<file path="src/hw/playfield_pkg.sv">
// screen geometry, coordinate widths, sentinels and mode codes shared by the obstacle field
`default_nettype none

package playfield_pkg;

    // ====================
    // screen and play area
    // ====================
    localparam int screen_width = 640;
    localparam int upper_bound  = 20;
    localparam int lower_bound  = 460;

    // coordinate widths
    localparam int x_bits = 10;
    localparam int y_bits = 9;

    // shown by a slot that is not on screen
    localparam logic [x_bits-1:0] x_offscreen = x_bits'(700);
    localparam logic [y_bits-1:0] y_offscreen = y_bits'(500);

    // ====================
    // score
    // ====================
    localparam int score_bits = 14;
    localparam logic [score_bits-1:0] score_max = score_bits'(9999);

    // ====================
    // game mode codes
    // ====================
    // any value other than these two is a pause
    localparam logic [1:0] mode_idle = 2'd0;
    localparam logic [1:0] mode_run  = 2'd1;

endpackage

`default_nettype wire

</file>
<file path="src/hw/spawn_pkg.sv">
// random word layout, LFSR constants and obstacle size ranges used when spawning
`default_nettype none

package spawn_pkg;

    // ====================
    // random word
    // ====================
    // one 32-bit LFSR word, read either as four size bytes or with
    // the top byte split into an edge zone select and an edge offset
    typedef union packed {
        struct packed {
            logic [7:0] placement;
            logic [7:0] gap;
            logic [7:0] height;
            logic [7:0] width;
        } byte_view;
        struct packed {
            logic [1:0]  zone;
            logic [5:0]  offset;
            logic [23:0] size_bytes;
        } edge_view;
    } spawn_rand_u;

    // zone select values, 2 and 3 both mean middle
    localparam logic [1:0] zone_upper = 2'd0;
    localparam logic [1:0] zone_lower = 2'd1;

    // x^32 + x^22 + x^2 + x + 1
    localparam logic [31:0] lfsr_seed = 32'h1d87_2b41;
    localparam logic [31:0] lfsr_taps = 32'h8020_0003;

    // ====================
    // size and gap ranges
    // ====================
    localparam int min_width  = 20;
    localparam int max_width  = 80;
    localparam int min_height = 20;
    localparam int max_height = 150;
    localparam int min_gap    = 80;
    localparam int max_gap    = 180;
    localparam int gap_bits   = 8;

    // depth of the upper and lower edge zones in pixels
    localparam int edge_zone = 60;

endpackage

`default_nettype wire

</file>
<file path="src/hw/spawn_rng.sv">
// free-running LFSR, hands the spawn shaper a fresh random word every frame
`default_nettype none

module spawn_rng (
    input  logic                   clk,
    input  logic                   rst_n,
    output spawn_pkg::spawn_rand_u rand_word
);

    logic [31:0] lfsr;
    logic        feedback;

    // fibonacci form, xor of all tapped bits
    assign feedback = ^(lfsr & spawn_pkg::lfsr_taps);

    // steps in every mode, so idle time also stirs the sequence
    always_ff @(posedge clk or negedge rst_n) begin
        if (!rst_n) begin
            lfsr <= spawn_pkg::lfsr_seed;
        end else begin
            lfsr <= {lfsr[30:0], feedback};
        end
    end

    assign rand_word = lfsr;

endmodule

`default_nettype wire

</file>
<file path="src/hw/spawn_shaper.sv">
// turns one random word into obstacle width, height, top edge and following gap
`default_nettype none

module spawn_shaper (
    input  spawn_pkg::spawn_rand_u                  rand_word,
    output logic [6:0]                              width,
    output logic [7:0]                              height,
    output logic [playfield_pkg::y_bits-1:0]        top,
    output logic [spawn_pkg::gap_bits-1:0]          gap
);

    localparam int y_w = playfield_pkg::y_bits;
    localparam int g_w = spawn_pkg::gap_bits;

    // number of values in each range, bounds included
    localparam int width_span  = spawn_pkg::max_width - spawn_pkg::min_width + 1;
    localparam int height_span = spawn_pkg::max_height - spawn_pkg::min_height + 1;
    localparam int gap_span    = spawn_pkg::max_gap - spawn_pkg::min_gap + 1;

    localparam logic [y_w-1:0] top_min = y_w'(playfield_pkg::upper_bound);
    localparam logic [y_w-1:0] floor_y = y_w'(playfield_pkg::lower_bound);

    logic [y_w-1:0] max_top;
    logic [y_w-1:0] span;
    logic [y_w-1:0] edge_off;
    logic [y_w-1:0] top_raw;

    // ====================
    // sizes and gap
    // ====================
    assign width  = 7'(spawn_pkg::min_width)
                  + 7'(rand_word.byte_view.width % 8'(width_span));
    assign height = 8'(spawn_pkg::min_height)
                  + (rand_word.byte_view.height % 8'(height_span));
    assign gap    = g_w'(spawn_pkg::min_gap)
                  + g_w'(rand_word.byte_view.gap % 8'(gap_span));

    // ====================
    // vertical placement
    // ====================
    always_comb begin
        // lowest top that keeps the bottom inside the play area
        max_top  = floor_y - y_w'(height);
        span     = max_top - top_min;
        edge_off = y_w'(rand_word.edge_view.offset % 6'(spawn_pkg::edge_zone));

        case (rand_word.edge_view.zone)
            spawn_pkg::zone_upper: begin
                top_raw = top_min + edge_off;
            end
            spawn_pkg::zone_lower: begin
                top_raw = max_top - edge_off;
            end
            default: begin
                // middle, whole placement byte as offset
                top_raw = top_min + (y_w'(rand_word.byte_view.placement) % span);
            end
        endcase

        // keep it between the play area edges
        if (top_raw < top_min) begin
            top = top_min;
        end else if (top_raw > max_top) begin
            top = max_top;
        end else begin
            top = top_raw;
        end
    end

endmodule

`default_nettype wire

</file>
<file path="src/hw/obstacle_slots.sv">
// obstacle slot store: scrolls, retires and loads slots, and encodes each bounding box
`default_nettype none

module obstacle_slots #(
    parameter int NUM_OBSTACLES = 10,
    parameter int SCROLL_SPEED  = 4
) (
    input  logic                                                   clk,
    input  logic                                                   rst_n,
    input  logic                                                   clear,
    input  logic                                                   advance,
    input  logic                                                   spawn_en,
    input  logic [$clog2(NUM_OBSTACLES)-1:0]                       spawn_slot,
    input  logic [6:0]                                             width,
    input  logic [7:0]                                             height,
    input  logic [playfield_pkg::y_bits-1:0]                       top,
    output logic [NUM_OBSTACLES-1:0]                               free_mask,
    output logic [$clog2(NUM_OBSTACLES):0]                         retire_count,
    output logic [NUM_OBSTACLES-1:0][playfield_pkg::x_bits-1:0]    box_left,
    output logic [NUM_OBSTACLES-1:0][playfield_pkg::x_bits-1:0]    box_right,
    output logic [NUM_OBSTACLES-1:0][playfield_pkg::y_bits-1:0]    box_top,
    output logic [NUM_OBSTACLES-1:0][playfield_pkg::y_bits-1:0]    box_bottom
);

    localparam int x_w = playfield_pkg::x_bits;
    localparam int y_w = playfield_pkg::y_bits;

    localparam logic [x_w-1:0] right_edge = x_w'(playfield_pkg::screen_width);
    localparam logic [x_w-1:0] step       = x_w'(SCROLL_SPEED);

    logic [NUM_OBSTACLES-1:0] active;
    logic [NUM_OBSTACLES-1:0] retiring;
    logic [x_w-1:0]           pos_x   [NUM_OBSTACLES];
    logic [y_w-1:0]           pos_top [NUM_OBSTACLES];
    logic [6:0]               obs_w   [NUM_OBSTACLES];
    logic [7:0]               obs_h   [NUM_OBSTACLES];

    // ====================
    // retirement
    // ====================
    // a slot leaves once another step would take x below zero
    always_comb begin
        retire_count = '0;
        for (int i = 0; i < NUM_OBSTACLES; i++) begin
            retiring[i] = advance && active[i] && (pos_x[i] < step);
            if (retiring[i]) begin
                retire_count = retire_count + 1'b1;
            end
        end
    end

    assign free_mask = ~active;

    // ====================
    // slot state
    // ====================
    always_ff @(posedge clk or negedge rst_n) begin
        if (!rst_n) begin
            active <= '0;
        end else if (clear) begin
            active <= '0;
        end else if (advance) begin
            for (int i = 0; i < NUM_OBSTACLES; i++) begin
                if (spawn_en && (spawn_slot == i)) begin
                    active[i] <= 1'b1;
                end else if (retiring[i]) begin
                    active[i] <= 1'b0;
                end
            end
        end
    end

    // position and size only matter while the slot is active
    always_ff @(posedge clk) begin
        if (advance && !clear) begin
            for (int i = 0; i < NUM_OBSTACLES; i++) begin
                if (spawn_en && (spawn_slot == i)) begin
                    pos_x[i]   <= right_edge;
                    pos_top[i] <= top;
                    obs_w[i]   <= width;
                    obs_h[i]   <= height;
                end else if (active[i] && !retiring[i]) begin
                    pos_x[i] <= pos_x[i] - step;
                end
            end
        end
    end

    // ====================
    // bounding boxes
    // ====================
    always_comb begin
        for (int i = 0; i < NUM_OBSTACLES; i++) begin
            if (active[i] && (pos_x[i] < right_edge)) begin
                box_left[i]   = pos_x[i];
                box_right[i]  = pos_x[i] + x_w'(obs_w[i]);
                box_top[i]    = pos_top[i];
                box_bottom[i] = pos_top[i] + y_w'(obs_h[i]);
            end else begin
                box_left[i]   = playfield_pkg::x_offscreen;
                box_right[i]  = playfield_pkg::x_offscreen;
                box_top[i]    = playfield_pkg::y_offscreen;
                box_bottom[i] = playfield_pkg::y_offscreen;
            end
        end
    end

endmodule

`default_nettype wire

</file>
<file path="src/hw/obstacle_ctrl.sv">
// obstacle field controller that decodes the mode, paces spawns and keeps the score for the top level
`default_nettype none

module obstacle_ctrl #(
    parameter int NUM_OBSTACLES = 10,
    parameter int SCROLL_SPEED  = 4
) (
    input  logic                                   clk,
    input  logic                                   rst_n,
    input  logic [1:0]                             gamemode,
    input  logic [NUM_OBSTACLES-1:0]               free_mask,
    input  logic [$clog2(NUM_OBSTACLES):0]         retire_count,
    input  logic [spawn_pkg::gap_bits-1:0]         gap,
    output logic                                   clear,
    output logic                                   advance,
    output logic                                   spawn_en,
    output logic [$clog2(NUM_OBSTACLES)-1:0]       spawn_slot,
    output logic [playfield_pkg::score_bits-1:0]   score
);

    localparam int idx_bits = $clog2(NUM_OBSTACLES);
    localparam int cnt_w    = 12;
    localparam int sum_w    = playfield_pkg::score_bits + 1;

    localparam logic signed [cnt_w-1:0] spawn_line = cnt_w'(playfield_pkg::screen_width);
    localparam logic signed [cnt_w-1:0] first_gap  =
        cnt_w'(playfield_pkg::screen_width + spawn_pkg::min_gap);
    localparam logic signed [cnt_w-1:0] step = cnt_w'(SCROLL_SPEED);

    logic signed [cnt_w-1:0] countdown;
    logic [sum_w-1:0]        score_sum;

    // ====================
    // mode decode
    // ====================
    assign clear   = (gamemode == playfield_pkg::mode_idle);
    // no frame advances while reset is held
    assign advance = rst_n && (gamemode == playfield_pkg::mode_run);

    // lowest free slot wins
    always_comb begin
        spawn_slot = '0;
        for (int i = NUM_OBSTACLES - 1; i >= 0; i--) begin
            if (free_mask[i]) begin
                spawn_slot = idx_bits'(i);
            end
        end
    end

    // waits here while every slot is busy
    assign spawn_en = advance && (countdown <= spawn_line) && (|free_mask);

    // ====================
    // spawn countdown
    // ====================
    always_ff @(posedge clk or negedge rst_n) begin
        if (!rst_n) begin
            countdown <= first_gap;
        end else if (clear) begin
            countdown <= first_gap;
        end else if (advance) begin
            if (spawn_en) begin
                countdown <= $signed(spawn_line + cnt_w'(gap));
            end else if (countdown >= 0) begin
                // stops once negative so a long wait cannot wrap it
                countdown <= countdown - step;
            end
        end
    end

    // ====================
    // score
    // ====================
    assign score_sum = {1'b0, score} + sum_w'(retire_count);

    always_ff @(posedge clk or negedge rst_n) begin
        if (!rst_n) begin
            score <= '0;
        end else if (clear) begin
            score <= '0;
        end else if (advance) begin
            if (score_sum > sum_w'(playfield_pkg::score_max)) begin
                score <= playfield_pkg::score_max;
            end else begin
                score <= score_sum[playfield_pkg::score_bits-1:0];
            end
        end
    end

endmodule

`default_nettype wire

</file>
<file path="src/hw/obstacle_field.sv">
// top of the scrolling obstacle field, one clock per video frame
`default_nettype none

module obstacle_field #(
    parameter int NUM_OBSTACLES = 10,
    parameter int SCROLL_SPEED  = 4
) (
    input  logic                                                   clk,
    input  logic                                                   rst_n,
    input  logic [1:0]                                             gamemode,
    output logic [playfield_pkg::score_bits-1:0]                   score,
    output logic [NUM_OBSTACLES-1:0][playfield_pkg::x_bits-1:0]    box_left,
    output logic [NUM_OBSTACLES-1:0][playfield_pkg::x_bits-1:0]    box_right,
    output logic [NUM_OBSTACLES-1:0][playfield_pkg::y_bits-1:0]    box_top,
    output logic [NUM_OBSTACLES-1:0][playfield_pkg::y_bits-1:0]    box_bottom
);

    spawn_pkg::spawn_rand_u                rand_word;
    logic [6:0]                            width;
    logic [7:0]                            height;
    logic [playfield_pkg::y_bits-1:0]      top;
    logic [spawn_pkg::gap_bits-1:0]        gap;
    logic                                  clear;
    logic                                  advance;
    logic                                  spawn_en;
    logic [$clog2(NUM_OBSTACLES)-1:0]      spawn_slot;
    logic [NUM_OBSTACLES-1:0]              free_mask;
    logic [$clog2(NUM_OBSTACLES):0]        retire_count;

    // ====================
    // spawn source
    // ====================
    spawn_rng spawn_rng_inst (
        .clk       (clk),
        .rst_n     (rst_n),
        .rand_word (rand_word)
    );

    spawn_shaper spawn_shaper_inst (
        .rand_word (rand_word),
        .width     (width),
        .height    (height),
        .top       (top),
        .gap       (gap)
    );

    // ====================
    // control and slots
    // ====================
    obstacle_ctrl #(
        .NUM_OBSTACLES (NUM_OBSTACLES),
        .SCROLL_SPEED  (SCROLL_SPEED)
    ) obstacle_ctrl_inst (
        .clk          (clk),
        .rst_n        (rst_n),
        .gamemode     (gamemode),
        .free_mask    (free_mask),
        .retire_count (retire_count),
        .gap          (gap),
        .clear        (clear),
        .advance      (advance),
        .spawn_en     (spawn_en),
        .spawn_slot   (spawn_slot),
        .score        (score)
    );

    obstacle_slots #(
        .NUM_OBSTACLES (NUM_OBSTACLES),
        .SCROLL_SPEED  (SCROLL_SPEED)
    ) obstacle_slots_inst (
        .clk          (clk),
        .rst_n        (rst_n),
        .clear        (clear),
        .advance      (advance),
        .spawn_en     (spawn_en),
        .spawn_slot   (spawn_slot),
        .width        (width),
        .height       (height),
        .top          (top),
        .free_mask    (free_mask),
        .retire_count (retire_count),
        .box_left     (box_left),
        .box_right    (box_right),
        .box_top      (box_top),
        .box_bottom   (box_bottom)
    );

endmodule

`default_nettype wire

</file>
<file path="config.mk">
export PLATFORM = sky130hd
export DESIGN_NAME = obstacle_field
export DESIGN_NICKNAME = d
export VERILOG_FILES = /design/src/hw/playfield_pkg.sv /design/src/hw/spawn_pkg.sv /design/src/hw/spawn_rng.sv /design/src/hw/spawn_shaper.sv /design/src/hw/obstacle_slots.sv /design/src/hw/obstacle_ctrl.sv /design/src/hw/obstacle_field.sv
export SDC_FILE = /design/constraint.sdc
export NUM_CORES = 1
export LEC_CHECK = 0
export BUFFER_PORTS_ARGS = -buffer_cell sky130_fd_sc_hd__buf_4
export CAP_MARGIN = 20
export CORE_ASPECT_RATIO = 2
export CORE_UTILIZATION = 50
export CTS_BUF_LIST = sky130_fd_sc_hd__clkbuf_4 sky130_fd_sc_hd__clkbuf_8
export DETAILED_ROUTE_END_ITERATION = 10
export PLACE_DENSITY = 0.69
export SETUP_SLACK_MARGIN = 0.05
export SLEW_MARGIN = 25
export SYNTH_ARGS = -nofsm -noshare
export SYNTH_HDL_FRONTEND = slang
export SYNTH_SLANG_ARGS = --single-unit
</file>
<file path="constraint.sdc">
create_clock -name clk -period 14.79 [get_ports clk]
set_input_delay 0.7395 -clock clk [delete_from_list [all_inputs] [get_ports clk]]
set_output_delay 0.7395 -clock clk [all_outputs]
set_load 0.01 [all_outputs]
</file>
Word-level counts from Yosys, hierarchy flattened
Memory sizes are Yosys's and may differ from the RTL's.
Cells that the tools add are included.
Cells by class
  bitwise logic cells: 11
  eq/ne operators: 11
  reduce and logical (&&, ||, !) cells: 120
  divide/modulo/power cells: 5
  mux-type cells: 253
  magnitude comparators: 25
  add/subtract/negate cells: 50
Operator list (number)
  $mux 10: 32
  $mux 9: 31
  $mux 4: 37
  $mux 1: 118
  $add 10x7->10: 10
  $lt 10x10->1 const B: 10
  $lt 10x3->1 const B: 10
  $sub 10x3->10 const B: 10
  $add 9x8->9: 10
  $reduce_or 9->1: 9
  $mux 8: 9
  $reduce_or 8->1: 9
  $mux 7: 9
  $reduce_or 7->1: 9
  $logic_and 1x1->1: 54
  $mux 12: 4
  $mux 5: 9
  $mux 14: 3
  $add 5x1->5 const B: 8
  $reduce_bool 3->1: 11
  $reduce_xor 32->1: 1
  $reduce_and 2->1: 11
  $add 5x9->9 const A: 2
  $pmux 9 s2: 1
  32 further kinds: 58
Word-level totals
  memories kept: 4
  output and inout port bits: 394
  logic and storage cells: 492
  bits in registers: 68
  RAM bits: 340
  bits of input ports: 4
Memories
  obstacle_slots_inst.pos_x: words 10, bits a word 10, rd ports 10, clocked after Yosys merged registers in 0, write ports 10, line obstacle_slots.sv:33  | logic [x_w-1:0] pos_x [NUM_OBSTACLES];
  obstacle_slots_inst.pos_top: words 10, bits a word 9, rd ports 10, clocked after Yosys merged registers in 0, write ports 1, line obstacle_slots.sv:34  | logic [y_w-1:0] pos_top [NUM_OBSTACLES];
  obstacle_slots_inst.obs_h: words 10, bits a word 8, rd ports 10, clocked after Yosys merged registers in 0, write ports 1, line obstacle_slots.sv:36  | logic [7:0] obs_h [NUM_OBSTACLES];
  obstacle_slots_inst.obs_w: words 10, bits a word 7, rd ports 10, clocked after Yosys merged registers in 0, write ports 1, line obstacle_slots.sv:35  | logic [6:0] obs_w [NUM_OBSTACLES];

Logic depth before layout (Yosys ltp)
  word-level depth: 28
  gate-level depth with buffers: 60
  gate-level depth less buffers: 55

Modules after synthesis
A second synthesis with hierarchy kept.
Second synthesis, totals
  cells, all modules: 2736
  area, all modules: 27143.5 um2
Modules (own cells, without submodules)
  obstacle_slots: cells each 1850, area each 19955.4 um2, instances 1, sequential area each 9859.5 um2
  spawn_shaper: cells each 612, area each 4314.1 um2, instances 1, sequential area each 0.0 um2
  obstacle_ctrl: cells each 239, area each 2029.4 um2, instances 1, sequential area each 655.6 um2
  spawn_rng: cells each 35, area each 844.6 um2, instances 1, sequential area each 818.3 um2

Least setup slack after synthesis
Ideal clock, no wire load.
  path type: reg2reg
  from: reg spawn_rng_inst.lfsr[8] (netlist: spawn_rng_inst.rand_word[8])
  to: mem obstacle_slots_inst.pos_top[0][0] in the netlist's numbering (data pin)
  data required time: 14.497 ns
  path buffers: 5
  data arrival time: 12.063 ns
  cell stages (with the launch flop): 59
  slack: 2.434 ns
  setup time: 0.293 ns
  period minus slack after synthesis: 12.356 ns
  path through: dfstp_2 > ha_1 > clkbuf_1 > or2_2 > o21ai_0 > xnor2_1 > inv_1 > ha_1 > o21bai_1 > xnor2_1 > inv_1 > nand2_1 > nand2_1 > ha_1 > nand3_1 > o2111ai_1 > a21oi_1 > or2_1 > [... 23 more ...] > o21bai_1 > mux2i_1 > a31oi_1 > ha_1 > xor2_1 > o21ai_0 > ha_1 > nand4_1 > nor2_1 > nor2_1 > nand2_1 > a21o_1 > a21oi_1 > nor3b_1 > a21oi_1 > o311ai_0 > nor2_1 > a211oi_1
Between the ends
  word-level cells in the longest chain between the ends: 19
  elaborated cells between the ends (all ways): 21
  those cells by class: add/sub: 5; div: 2; order compare: 2; mux: 12
RTL lines
  start: declaration: line spawn_rng.sv:10  | logic [31:0] lfsr;
  start signal: assignment: line spawn_rng.sv:19  | lfsr <= spawn_pkg::lfsr_seed;
  start signal: assignment: line spawn_rng.sv:21  | lfsr <= {lfsr[30:0], feedback};
  $mod 8x8->8 *: line spawn_shaper.sv:34  | + (rand_word.byte_view.height % 8'(height_span));
  $add 5x8->8 *: line spawn_shaper.sv:34
  via height[0]: line obstacle_field.sv:20  | logic [7:0] height;
  $sub 9x8->9 *: line spawn_shaper.sv:43  | max_top = floor_y - y_w'(height);
  $sub 9x5->9: line spawn_shaper.sv:44  | span = max_top - top_min;
  $mod 8x9->9: line spawn_shaper.sv:56  | top_raw = top_min + (y_w'(rand_word.byte_view.placement) % span);
  $add 5x9->9: line spawn_shaper.sv:56
  $pmux 9 s2: line spawn_shaper.sv:47  | case (rand_word.edge_view.zone)
  $gt 9x9->1: line spawn_shaper.sv:63  | end else if (top_raw > max_top) begin
  $mux 9: line spawn_shaper.sv:63
  $mux 9 *: line spawn_shaper.sv:61  | if (top_raw < top_min) begin
  via obstacle_slots_inst.top (one bit): line obstacle_slots.sv:16  | input logic [playfield_pkg::y_bits-1:0] top,
  $mux 9 (no source line) (8 in a row)
  $mux 9 (no source line) *
  end: declaration: line obstacle_slots.sv:34
Mark *: on every way through the listed nets, which the timed path passes. The rest lies on a longest branch.

Final worst setup path
  from: reg spawn_rng_inst.lfsr[8] (netlist: spawn_rng_inst.rand_word[8])
  to: mem obstacle_slots_inst.pos_top[7][2] in the netlist's numbering (data pin)
The elaborated chain is that of the path after synthesis.

==> results by group <==
Drt
  • Met2 WL: 48400 um
  • DR top layer: met4
  • Total Wirelength: ~90000 um
  • Drt initial violations: between 1000 and 1500
  • DR WL/cell: 24.2 um
  • DRC: 0
  • Vias per inst: ~5.9
  • Met3 WL post-DR: roughly 5000 um
  • Vias: roughly 22000
  • Pre-antenna DRT Iters: 5
  • M1 WL: a little over 30000 um
  • ANT nets after route: 0

Global routing
  • Number of global-route vias before repair: approximately 22000
  • Tot GR Track Use: about a third
  • GRT overflow: 0
  • Largest net degree at the start of global routing: 53
  • First-pass GRT wire length: 132000 um
  • Initial antenna violation count: 6

Timing
  • Final hold vios: 0
  • Slew Viols, Final: 0
  • Tmin final: between 10000 and 15000 ps
  • Tcrit/Tclk final: a little over nine tenths
  • Max_slew headroom: roughly a third
  • Post-Route Setup TNS: 0 ps
  • Worst slew pin tran: 992 ps
  • Final setup fails: 0
  • RSZ-0062 raised after global routing: no
  • Max Freq: 72.2 MHz
  • Clk_skew: 32.0 ps

Synth
  • Cell accounting for the most synthesized area: edfxtp_1
  • Ys async rst share: 17.5%
  • Synth Register Bits: around 390
  • Yosys top cell area share: a little under two fifths
  • Sequential share of the synthesized area: between 40% and 50%
  • Synth Area per Inst: just under 10 um^2
  • Number of synthesized flops with an enable pin: 320
  • Syn. warnings: 0
  • Synth Cell Area: approximately 0.026 mm^2
  • Synth Instances: ~2600
  • Cell variety after synth: between 80 and 90
  • Top cells by area, synth: edfxtp_1 37%, ha_1 10%, xnor2_1 5.9%
  • Most used DFF post-synth: edfxtp_1

Power
  • Pwr/cell area: around 71 mW/mm^2
  • Internal power: ~1700 uW
  • Clock power share: a little over two fifths
  • Tot Pwr: ~2200 uW
  • NetSw: approximately 500 uW
  • Switch share: ~23%
  • Max VDD drop: about 0.065 mV
  • Reg power frac: 54.0%
  • Pleak: between 0.01 and 0.015 uW
  • Comb power frac: about 2.9%

Clock network
  • TritonCTS Buffers: between 50 and 60
  • TritonCTS clock tree: built
  • H-tree depth: 2
  • Root Buffer: clkbuf_8
  • Max clock buf depth: 3
  • Sink Count: roughly 390
  • Worst-Skew Late Latency: approximately 670 ps
  • CTS clk-pin slew, worst paths: 80 ps

Placement
  • Post-Place Cell Area: between 0.02 and 0.03 mm^2
  • Dpl hpwl: ~71000 um
  • I/O Buffers: 377
  • Placed insts: between 3000 and 4000
  • RD Place Congestion: 0.961

Floorplan
  • Die Ht: 325 um
  • Die W: between 150 and 200 um
  • I/O Pins: roughly 400
  • Rows: 118
  • Core Area: between 0.05 and 0.06 mm^2
  • Die area: ~0.053 mm^2
  • Initial Util: 50.5%

Setup path
  • CP startpoint: spawn_rng_inst.rand_word[8]
  • Crit path largest cell delay: about 730 ps
  • RR Startpoint: spawn_rng_inst.rand_word[8]
  • Setup CP Type: reg2reg
  • Crit path depth: 57
  • Critical Path AT: roughly 14000 ps
  • Crit Path Max Fanout: 13
  • Buffer and inverter count on the worst path: 7
  • Reg2reg path depth: 57
  • WP data required: roughly 15000 ps
  • Startpoint Class: flop
  • Largest delay contributor family on the critical path: compound AO/OA/AOI/OAI gates
  • Crit-path slowest cell: or4b_1
  • CP Capture Type: flop
  • Most used cell, CP: ha_1

Final layout
  • Final Non-Filler Cells: approximately 3700
  • Fill cell count: between 4000 and 5000
  • Commonest non-fill, non-tap cells in the layout: 421 x buf_4, 320 x edfxtp_1, 283 x nand2_1
  • Most common cell after layout, fill and taps aside: buf_4
  • Layout cell share with drive strength beyond 1: 19.9%
  • Design Area, Final: ~0.031 mm^2
  • Layout Utilization: 60.1%
  • Nets: about 3300
  • P&R area growth vs syn: 19.0%

Min path
  • Worst Hold Class: reg2reg
  • Startpoint of the worst hold path: spawn_rng_inst.rand_word[23]
  • Hold Path Depth: 0

Run status
  • Status: complete, no violations

Job
  • Max Cap Viol: 0
==> sequential cells by signal (all words and copies together), names as in the netlist <==
name	cells
obstacle_slots_inst.pos_x	80
obstacle_slots_inst.obs_h	80
spawn_rng_inst.rand_word	32
obstacle_ctrl_inst.countdown	12
obstacle_slots_inst.obs_w	70
obstacle_slots_inst.active	10
obstacle_slots_inst.pos_top	90
obstacle_ctrl_inst.score	14
==> metal layers <==
layer / vias up / GRT usage [%]
met2: 930 / 63.2
met4: 0 / 24.7
met5: - / 0
li1: 10000 / -
met3: 289 / 4.25
met1: 10700 / 33.7
==> cell families (layout without fill, tap and decap cells) <==
group | Yosys count | count (layout) | synth area share, %
buf+inv | 257 | 672 | 4.00
mux | 36 | 36 | 1.48
compound gates | 495 | 495 | 12.0
xor+xnor | 228 | 228 | 7.65
flops | 388 | 388 | 43.4
other cells | 1 | 24 | 0.0144
simple gates | 1001 | 1001 | 19.3
fa+ha+maj | 241 | 241 | 12.2
==> Yosys cell counts, types with 20 or more instances <==
cell type,n
o21ai_0,125
inv_1,146
dfrtp_1,50
a21oi_1,149
xor2_1,51
nor2b_1,64
clkbuf_1,87
nor2_1,198
buf_4,20
fa_1,23
o21a_1,22
a21o_1,49
nand3_1,39
o21bai_1,46
and3_1,90
nand2_1,283
edfxtp_1,320
nand2b_1,146
and2_1,28
nor3_1,59
ha_1,218
xnor2_1,177
==> timing repair <==
action / 4_1_cts / 5_1_grt
setup endpoints to repair: 0 / 50
hold buffers: 1 / 0
hold endpoints to repair: 10 / 0
buffers inserted: 0 / 0
gates resized for setup: 0 / 1
==> power by group through the flow <==
stage / sequential, uW / combinational (uW) / clock (uW)
2_1_floorplan: 1200 / 41.0 / 0
3_3_place_gp: 1210 / 62.7 / 0
3_5_place_dp: 1210 / 63.5 / 0
4_1_cts: 1180 / 64.0 / 958
5_1_grt: 1180 / 70.5 / 999
6_report: 1180 / 64.4 / 945
==> through the flow <==
stage	hold slack [ps]	setup WS [ps]
after floorplan	350	2430
after global placement	371	1290
after detailed placement	369	978
after CTS	389	858
after global routing	405	130
final	389	940
==> final cells by class <==
type	instances	area, um^2	area share (%)
sequential	388	11300	36.5
timing repair buffer	422	3170	10.2
tap	660	826	2.66
inverter	146	548	1.76
clock buffer	68	867	2.79
multi-input combinational	2022	14000	44.9
antenna	3	7.51	0.0242
clock inverter	36	358	1.15
==> final timing paths <==
check / to / slack (ps)
max: obstacle_slots_inst.pos_top[7][2] / 940
min: spawn_rng_inst.rand_word[24] / 390
max reg2reg: obstacle_slots_inst.pos_top[7][2] / 940
min reg2reg: spawn_rng_inst.rand_word[24] / 390
max in group asynchronous: obstacle_ctrl_inst.score[8] / 13160
min in group asynchronous: spawn_rng_inst.rand_word[19] / 500
Power figures use the tool's default switching activity.
